**src/hdl/lcd_cfg.svh**
```systemverilog
`ifndef LCD_CFG_SVH
`define LCD_CFG_SVH

// default raster is 800x600@60, 40 MHz pixel clock
// line = 128 + 88 + 800 + 40 = 1056 clocks
// frame = 4 + 23 + 600 + 1 = 628 lines

// horizontal, in pixel clocks
`define LCD_H_SYNC   128 // hsync low width
`define LCD_H_BACK   88  // back porch after sync
`define LCD_H_DISP   800 // visible pixels per line
`define LCD_H_FRONT  40  // front porch before next sync

// vertical, in lines
`define LCD_V_SYNC   4   // vsync low width
`define LCD_V_BACK   23  // back porch lines
`define LCD_V_DISP   600 // visible lines per frame
`define LCD_V_FRONT  1   // front porch lines

// coords lead lcd_en by the pattern source latency
`define LCD_AHEAD    1   // one register stage in pattern_gen

// colour bars
`define LCD_BAR_COUNT 8  // entries in the bar table
`define LCD_BAR_LOG2  3  // x is scaled by the bar count via shift

// grid lines every 2**n pixels
`define LCD_GRID_LOG2 4  // 16 pixel pitch

// widths shared by the package types
`define LCD_RGB_W    24  // 8:8:8 pixel
`define LCD_COORD_W  12  // enough for 4095 clocks per line

`endif

```
**src/hdl/lcd_pkg.sv**
```systemverilog
`default_nettype none

`include "lcd_cfg.svh"

package lcd_pkg;

	// red [23:16], green [15:8], blue [7:0]
	typedef logic [`LCD_RGB_W-1:0] rgb_t;

	// screen coordinate or raw raster count
	typedef logic [`LCD_COORD_W-1:0] coord_t;

	// test pattern opcode
	typedef enum logic [1:0]
	{
		PAT_BARS     = 2'd0, // vertical colour bars
		PAT_GRID     = 2'd1, // white grid on black
		PAT_GRADIENT = 2'd2, // x/y ramps
		PAT_SOLID    = 2'd3  // external solid colour
	} pattern_e;

	// standard bar order, left to right
	localparam rgb_t BAR_COLORS [`LCD_BAR_COUNT] = '{
		24'hFF_FF_FF, // white
		24'hFF_FF_00, // yellow
		24'h00_FF_FF, // cyan
		24'h00_FF_00, // green
		24'hFF_00_FF, // magenta
		24'hFF_00_00, // red
		24'h00_00_FF, // blue
		24'h00_00_00  // black
	};

endpackage

`default_nettype wire

```
**src/hdl/lcd_display_top.sv**
```systemverilog
`timescale 1ns/1ps
`default_nettype none

`include "lcd_cfg.svh"

module lcd_display_top
#(
	parameter int H_SYNC  = `LCD_H_SYNC,  // hsync width
	parameter int H_BACK  = `LCD_H_BACK,  // h back porch
	parameter int H_DISP  = `LCD_H_DISP,  // visible width
	parameter int H_FRONT = `LCD_H_FRONT, // h front porch
	parameter int V_SYNC  = `LCD_V_SYNC,  // vsync lines
	parameter int V_BACK  = `LCD_V_BACK,  // v back porch
	parameter int V_DISP  = `LCD_V_DISP,  // visible lines
	parameter int V_FRONT = `LCD_V_FRONT  // v front porch
)
(
	input  logic              clk,         // pixel clock, from outside
	input  logic              rst_n,       // async, active low
	input  lcd_pkg::pattern_e pattern_sel, // applied at next frame
	input  lcd_pkg::rgb_t     solid_color, // used by PAT_SOLID
	output logic              lcd_dclk,    // panel pins
	output logic              lcd_hs,
	output logic              lcd_vs,
	output logic              lcd_en,
	output lcd_pkg::rgb_t     lcd_rgb      // black when lcd_en low
);

	import lcd_pkg::*;

	logic   req;         // early enable
	coord_t xpos;        // next pixel x
	coord_t ypos;        // next pixel y
	logic   frame_start; // origin pulse
	rgb_t   pixel;       // pattern output, aligned to lcd_en

	lcd_timing
	#(
		.H_SYNC  (H_SYNC),
		.H_BACK  (H_BACK),
		.H_DISP  (H_DISP),
		.H_FRONT (H_FRONT),
		.V_SYNC  (V_SYNC),
		.V_BACK  (V_BACK),
		.V_DISP  (V_DISP),
		.V_FRONT (V_FRONT)
	)
	i_timing
	(
		.clk         (clk),
		.rst_n       (rst_n),
		.lcd_dclk    (lcd_dclk),
		.lcd_hs      (lcd_hs),
		.lcd_vs      (lcd_vs),
		.lcd_en      (lcd_en),
		.req         (req),
		.xpos        (xpos),
		.ypos        (ypos),
		.frame_start (frame_start)
	);

	pattern_gen
	#(
		.H_DISP (H_DISP) // bar width only
	)
	i_pattern
	(
		.clk         (clk),
		.rst_n       (rst_n),
		.req         (req),
		.xpos        (xpos),
		.ypos        (ypos),
		.frame_start (frame_start),
		.pattern_sel (pattern_sel),
		.solid_color (solid_color),
		.pixel       (pixel)
	);

	assign lcd_rgb = lcd_en ? pixel : '0; // blank in porches and sync

endmodule

`default_nettype wire

```
**src/hdl/lcd_timing.sv**
```systemverilog
`timescale 1ns/1ps
`default_nettype none

`include "lcd_cfg.svh"

module lcd_timing
#(
	parameter int H_SYNC  = `LCD_H_SYNC,  // hsync width
	parameter int H_BACK  = `LCD_H_BACK,  // h back porch
	parameter int H_DISP  = `LCD_H_DISP,  // visible width
	parameter int H_FRONT = `LCD_H_FRONT, // h front porch
	parameter int V_SYNC  = `LCD_V_SYNC,  // vsync lines
	parameter int V_BACK  = `LCD_V_BACK,  // v back porch
	parameter int V_DISP  = `LCD_V_DISP,  // visible lines
	parameter int V_FRONT = `LCD_V_FRONT  // v front porch
)
(
	input  logic            clk,         // pixel clock
	input  logic            rst_n,       // async, active low
	output logic            lcd_dclk,    // panel clock, inverted
	output logic            lcd_hs,      // active low hsync
	output logic            lcd_vs,      // active low vsync
	output logic            lcd_en,      // display enable
	output logic            req,         // enable window one clock early
	output lcd_pkg::coord_t xpos,        // next pixel x
	output lcd_pkg::coord_t ypos,        // next pixel y
	output logic            frame_start  // one clock at raster origin
);

	import lcd_pkg::*;

	localparam int H_TOTAL = H_SYNC + H_BACK + H_DISP + H_FRONT; // clocks per line
	localparam int V_TOTAL = V_SYNC + V_BACK + V_DISP + V_FRONT; // lines per frame
	localparam int AHEAD   = `LCD_AHEAD;                         // coordinate lead

	localparam coord_t H_LAST   = coord_t'(H_TOTAL - 1);          // last hcnt of a line
	localparam coord_t V_LAST   = coord_t'(V_TOTAL - 1);          // last line of a frame
	localparam coord_t H_SYNC_C = coord_t'(H_SYNC);
	localparam coord_t V_SYNC_C = coord_t'(V_SYNC);
	localparam coord_t H_START  = coord_t'(H_SYNC + H_BACK);      // first visible clock
	localparam coord_t H_END    = coord_t'(H_SYNC + H_BACK + H_DISP);
	localparam coord_t V_START  = coord_t'(V_SYNC + V_BACK);      // first visible line
	localparam coord_t V_END    = coord_t'(V_SYNC + V_BACK + V_DISP);
	localparam coord_t R_START  = coord_t'(H_SYNC + H_BACK - AHEAD); // request window
	localparam coord_t R_END    = coord_t'(H_SYNC + H_BACK + H_DISP - AHEAD);

	coord_t hcnt;   // clock within line
	coord_t vcnt;   // line within frame
	logic   h_wrap; // last clock of the line
	logic   h_act;  // horizontal visible window
	logic   h_req;  // horizontal window, shifted early
	logic   v_act;  // vertical visible window

	assign h_wrap = (hcnt == H_LAST);

	// free running pixel counter
	always_ff @(posedge clk or negedge rst_n)
	begin
		if (!rst_n)
			hcnt <= '0;
		else if (h_wrap)
			hcnt <= '0; // line over
		else
			hcnt <= hcnt + 1'b1;
	end

	// line counter, steps on line wrap
	always_ff @(posedge clk or negedge rst_n)
	begin
		if (!rst_n)
			vcnt <= '0;
		else if (h_wrap)
		begin
			if (vcnt == V_LAST)
				vcnt <= '0; // frame over
			else
				vcnt <= vcnt + 1'b1;
		end
	end

	// sync pulses, low at the start of line / frame
	assign lcd_hs = (hcnt >= H_SYNC_C);
	assign lcd_vs = (vcnt >= V_SYNC_C);

	// windows decoded straight from the counters
	assign h_act = (hcnt >= H_START) && (hcnt < H_END);
	assign h_req = (hcnt >= R_START) && (hcnt < R_END);
	assign v_act = (vcnt >= V_START) && (vcnt < V_END);

	assign lcd_en = h_act && v_act;
	assign req    = h_req && v_act; // same lines, earlier clocks

	// coords of the pixel shown next clock, zero when idle
	assign xpos = req ? (hcnt - R_START) : '0;
	assign ypos = req ? (vcnt - V_START) : '0;

	assign frame_start = (hcnt == '0) && (vcnt == '0); // origin of sync region

	assign lcd_dclk = ~clk; // panel samples on our falling edge

endmodule

`default_nettype wire

```
**src/hdl/pattern_gen.sv**
```systemverilog
`timescale 1ns/1ps
`default_nettype none

`include "lcd_cfg.svh"

module pattern_gen
#(
	parameter int H_DISP = `LCD_H_DISP // visible width, sets bar width
)
(
	input  logic              clk,         // pixel clock
	input  logic              rst_n,       // async, active low
	input  logic              req,         // coords valid this clock
	input  lcd_pkg::coord_t   xpos,        // requested x
	input  lcd_pkg::coord_t   ypos,        // requested y
	input  logic              frame_start, // raster origin pulse
	input  lcd_pkg::pattern_e pattern_sel, // wanted pattern, any time
	input  lcd_pkg::rgb_t     solid_color, // colour for PAT_SOLID
	output lcd_pkg::rgb_t     pixel        // one clock after req
);

	import lcd_pkg::*;

	localparam int BAR_LOG2  = `LCD_BAR_LOG2;  // log2 of bar count
	localparam int GRID_LOG2 = `LCD_GRID_LOG2; // log2 of grid pitch
	localparam int SCALED_W  = $bits(coord_t) + BAR_LOG2; // x * bars

	localparam logic [SCALED_W-1:0] BAR_DIV = SCALED_W'(H_DISP); // divisor

	pattern_e              active;     // pattern of the current frame
	logic [SCALED_W-1:0]   bar_scaled; // x times bar count
	logic [SCALED_W-1:0]   bar_quot;   // scaled x over width
	logic [BAR_LOG2-1:0]   bar_idx;    // 0..7 across the line
	rgb_t                  bar_rgb;    // table lookup
	logic                  grid_on;    // on a grid line
	rgb_t                  grid_rgb;
	rgb_t                  grad_rgb;
	rgb_t                  pixel_next; // combinational pick

	// pattern only switches at the raster origin
	always_ff @(posedge clk or negedge rst_n)
	begin
		if (!rst_n)
			active <= PAT_BARS;
		else if (frame_start)
			active <= pattern_sel; // held for the whole frame
	end

	// bars: idx = x*8 / H_DISP
	assign bar_scaled = {xpos, {BAR_LOG2{1'b0}}};
	assign bar_quot   = bar_scaled / BAR_DIV; // constant divisor
	assign bar_idx    = bar_quot[BAR_LOG2-1:0]; // x < H_DISP keeps it in range
	assign bar_rgb    = BAR_COLORS[bar_idx];

	// grid: white on every 2**GRID_LOG2 row and column
	assign grid_on  = (xpos[GRID_LOG2-1:0] == '0) || (ypos[GRID_LOG2-1:0] == '0);
	assign grid_rgb = grid_on ? 24'hFF_FF_FF : 24'h00_00_00;

	// gradient: r = x, g = y, b = x ^ y, low bytes
	assign grad_rgb = {xpos[7:0], ypos[7:0], xpos[7:0] ^ ypos[7:0]};

	// select by the latched opcode
	always_comb
	begin
		unique case (active)
			PAT_BARS:     pixel_next = bar_rgb;
			PAT_GRID:     pixel_next = grid_rgb;
			PAT_GRADIENT: pixel_next = grad_rgb;
			PAT_SOLID:    pixel_next = solid_color;
			default:      pixel_next = '0;
		endcase
	end

	// one stage of latency, lines up with lcd_en
	always_ff @(posedge clk or negedge rst_n)
	begin
		if (!rst_n)
			pixel <= '0;
		else if (req)
			pixel <= pixel_next;
		else
			pixel <= '0; // black outside the window
	end

endmodule

`default_nettype wire

```
**config.mk**
```make
export PLATFORM = sky130hd
export DESIGN_NAME = lcd_display_top
export DESIGN_NICKNAME = d
export VERILOG_FILES = /design/src/hdl/lcd_pkg.sv /design/src/hdl/lcd_display_top.sv /design/src/hdl/lcd_timing.sv /design/src/hdl/pattern_gen.sv
export VERILOG_INCLUDE_DIRS = /design/src /design/src/hdl
export SDC_FILE = /design/constraint.sdc
export NUM_CORES = 1
export LEC_CHECK = 0
export ABC_AREA = 1
export BUFFER_PORTS_ARGS = -buffer_cell sky130_fd_sc_hd__buf_4
export CAP_MARGIN = 0
export CORE_UTILIZATION = 52
export CTS_CLUSTER_SIZE = 25
export DETAILED_ROUTE_END_ITERATION = 6
export HOLD_SLACK_MARGIN = 0.06
export PLACE_DENSITY = 0.77
export SYNTH_ARGS = -nofsm -noshare
export SYNTH_HDL_FRONTEND = slang
export SYNTH_SLANG_ARGS = --single-unit
export TNS_END_PERCENT = 20
```
**constraint.sdc**
```tcl
create_clock -name clk -period 2.86 [get_ports clk]
set_input_delay 0.429 -clock clk [delete_from_list [all_inputs] [get_ports clk]]
set_output_delay 0.429 -clock clk [all_outputs]
set_load 0.05 [all_outputs]
```
==> impl_metrics.ini <==
[outcome]
outcome = finished with violations
violations = setup timing

[die]
io_pins = 56
die_w_um = 85.97
die_area_um2 = 7390
die_h_um = 85.97
coreArea_um2 = 6794
start_util = 0.5396
num_rows = 30

[synthesis]
syn_area_per_cell_um2 = 6.840
synth_area_leaders = dfrtp_1 34%, nand2_1 13%, inv_1 10%, nor2_1 7.3%, nand3_1 4.9%
synth.largest_area_cell = dfrtp_1
ys_seq_area_frac = 0.3413
synth_fp_nets = 568
ys_warn_count = 0
post-synth-top-count-cell = nand2_1
synth_top_cell_area_share = 0.3413
synthTopCellsByCount = 123 x nand2_1, 102 x inv_1, 71 x nor2_1, 50 x dfrtp_1, 36 x nand3_1
syn_area_um2 = 3666
synth_edf_count = 0
ys_types = 39
async_flop_share = 1.000
synthFlopType = dfrtp_1
synthCells = 536
ys_seq_elements = 50

[clock_tree]
root_buffer = clkbuf_8
numCtsBuffers = 5
cts_hold_buf = 0
cts_tree = built
cts_max_path_buffers = 2
htreeDepth = 2
path_clk_slew_ns = 0.11
clock_latency_ns = 0.32

[placement]
post-dp-hpwl_um = 7501
place_area_um2 = 4534
portBuffers = 55
place_congestion = 0.9312
dp_slack_ns = -0.2035

[grt]
track_usage = 0.2780
antenna_found_initial = 0
grt_max_degree = 51
grt_pass1_vias = 3687
grt_pass1_wl_um = 16350
grt_overflow = 0

[power]
ir_worst_vdd_v = 0.0003708
finalPower_mw = 1.330
p_per_area_nw_per_um2 = 268.4
p_leak_nw = 2.577

[timing]
worstMarginPinSlew_ns = 0.6412
rsz0062_at_grt = true
setup_ws_ns = -0.2429
fmax_ghz = 0.3223
setup_viol = 16
maxSlewHeadroom = 0.5693
maxSlewViolCount = 0
period_needed_ns = 3.103
whs_ns = 0.1024
period_share = 1.085
skew_ns = 0.01215
finalHoldViolations = 0

[cells_and_area]
nets = 685
antenna_cells = 0
regArea_um2 = 1254
fillers = 529
area_delta_synth_final_pct = 35.15
drive_gt1_frac = 0.3180
final_util = 0.7293
multiInputGateArea_um2 = 2163
design_area_um2 = 4955

[route]
route.detailed.drc = 0
drt-initial-drc-count = 241
drt_pass1_iterations = 5
detail-route-antenna-nets = 0
wire_per_inst_um = 13.57
vias = 3891
drt-total-wl_um = 10180
routed_via_density = 5.188

[critical_path]
cp-start-kind = flip-flop
cp-end-kind = flip-flop
reg2reg_slack_ns = -0.24
r2r_start = i_timing.vcnt[2]
critical_path_class = flip-flop to flip-flop
path_max_fanout = 8
reg2reg_depth = 23
critPathRequiredTime_ns = 3.05
crit_arrival_ns = 3.29
worstReg2RegEnd = i_pattern.pixel[1]

[min_path]
min_path_type = primary input to async pin

[flow_run]
drv_cap = 0
[worst max-delay path, cell delays in order, from the launching register on]
cell	delay, ns
dfrtp_1	0.45
nor2_1	0.18
nand2_1	0.09
nand3_1	0.14
nand3_2	0.12
nor2_4	0.24
buf_6	0.14
nand2_4	0.06
o211ai_4	0.23
buf_6	0.13
nand2_2	0.07
nor2_4	0.10
nand2_2	0.06
nand2_1	0.07
nand2_2	0.08
nand3_4	0.11
buf_4	0.11
nand3_1	0.07
nand3_1	0.11
nand2_1	0.06
nand2_1	0.06
nand2_2	0.06
nand2_4	0.16
nor2_2	0.05
[area by class of cell]
cell class / instances / area share
Multi-Input combinational cell: 371 / 0.4366
Sequential cell: 50 / 0.2530
Timing Repair Buffer: 121 / 0.1864
Inverter: 102 / 0.07778
Tap cell: 96 / 0.02424
Clock buffer: 6 / 0.01540
Clock inverter: 4 / 0.006566
[state kept, by name, summed over array words and instances (netlist names)]
name and cells:
i_pattern.pixel 24, i_timing.hcnt 12, i_timing.vcnt 12, i_pattern.active 2
[stage by stage]
step / setup TNS (ns) / std cells
floorplan: 0 / 536
global placement: -0.9575 / 728
detailed placement: -2.117 / 728
CTS: -1.461 / 742
global route: -7.371 / 750
finish: -2.968 / 750
[what timing repair did]
item                       4_1_cts  5_1_grt
setup buffers                    6        8
resized for setup               28       29
setup endpoints to repair       16       17
pin swaps                        3        8
[power by group]
part / total, mW / internal, mW / leakage [nW] / switching (mW)
Combinational: 0.0830 / 0.0358 / 1.84 / 0.0472
Clock: 0.537 / 0.202 / 0.0604 / 0.335
Sequential: 0.710 / 0.708 / 0.678 / 0.00208
Total: 1.33 / 0.946 / 2.58 / 0.384
[worst max path at each step]
stage / to / slack [ns] / from
finish: i_pattern.pixel[1] / -0.24 / i_timing.vcnt[2]
global route: i_pattern.pixel[1] / -0.55 / i_timing.vcnt[0]
CTS: i_pattern.pixel[1] / -0.16 / i_timing.hcnt[0]
detailed placement: i_pattern.pixel[1] / -0.20 / i_timing.hcnt[0]
global placement: i_pattern.pixel[1] / -0.10 / i_timing.hcnt[0]
floorplan: i_pattern.pixel[3] / 0.04 / i_timing.hcnt[0]
[placed cells by master, fill, tap and decap left out, types with 2 or more instances in the layout]
cell	synthesis	final
nand2_4	4	8
nand4_1	6	6
dfrtp_2	0	2
nand3b_1	2	2
a2111oi_0	8	8
buf_6	0	4
clkbuf_8	0	5
a31oi_1	5	4
buf_4	2	118
nand3_4	1	3
nand2_2	10	17
nor4_1	4	4
a21oi_1	10	10
nor2_2	12	16
nand2_1	123	112
inv_2	1	7
inv_1	102	95
a41oi_1	14	13
nor2_1	71	64
dfrtp_1	50	48
xor2_1	14	14
ha_1	4	2
clkinv_4	0	2
nor2_4	3	6
nand3_1	36	29
o21ai_0	7	7
a22oi_1	5	5
nand3_2	3	8
nor3_1	18	18
[kinds of logic (layout without fill, tap and decap cells)]
family,after synthesis,after routing,share of synthesized area
AOI/OAI and AO/OA,56,56,0.1119
xor gates and xnor gates,15,15,0.03584
adders and majority gates,4,4,0.01365
buffers and inverters,115,233,0.1232
DFF,50,50,0.3413
muxes,1,1,0.003071
and+or+nand+nor,295,295,0.3710
[metal layers]
metal  GRT usage  vias to the layer above  wire, um
li1            -                     1941         -
met1      0.3323                     1793      4266
met2      0.4870                      130      5059
met3     0.04235                       27       512
met4      0.1348                        0       341
met5           0                        -         0
Power figures use the tool's default switching activity.
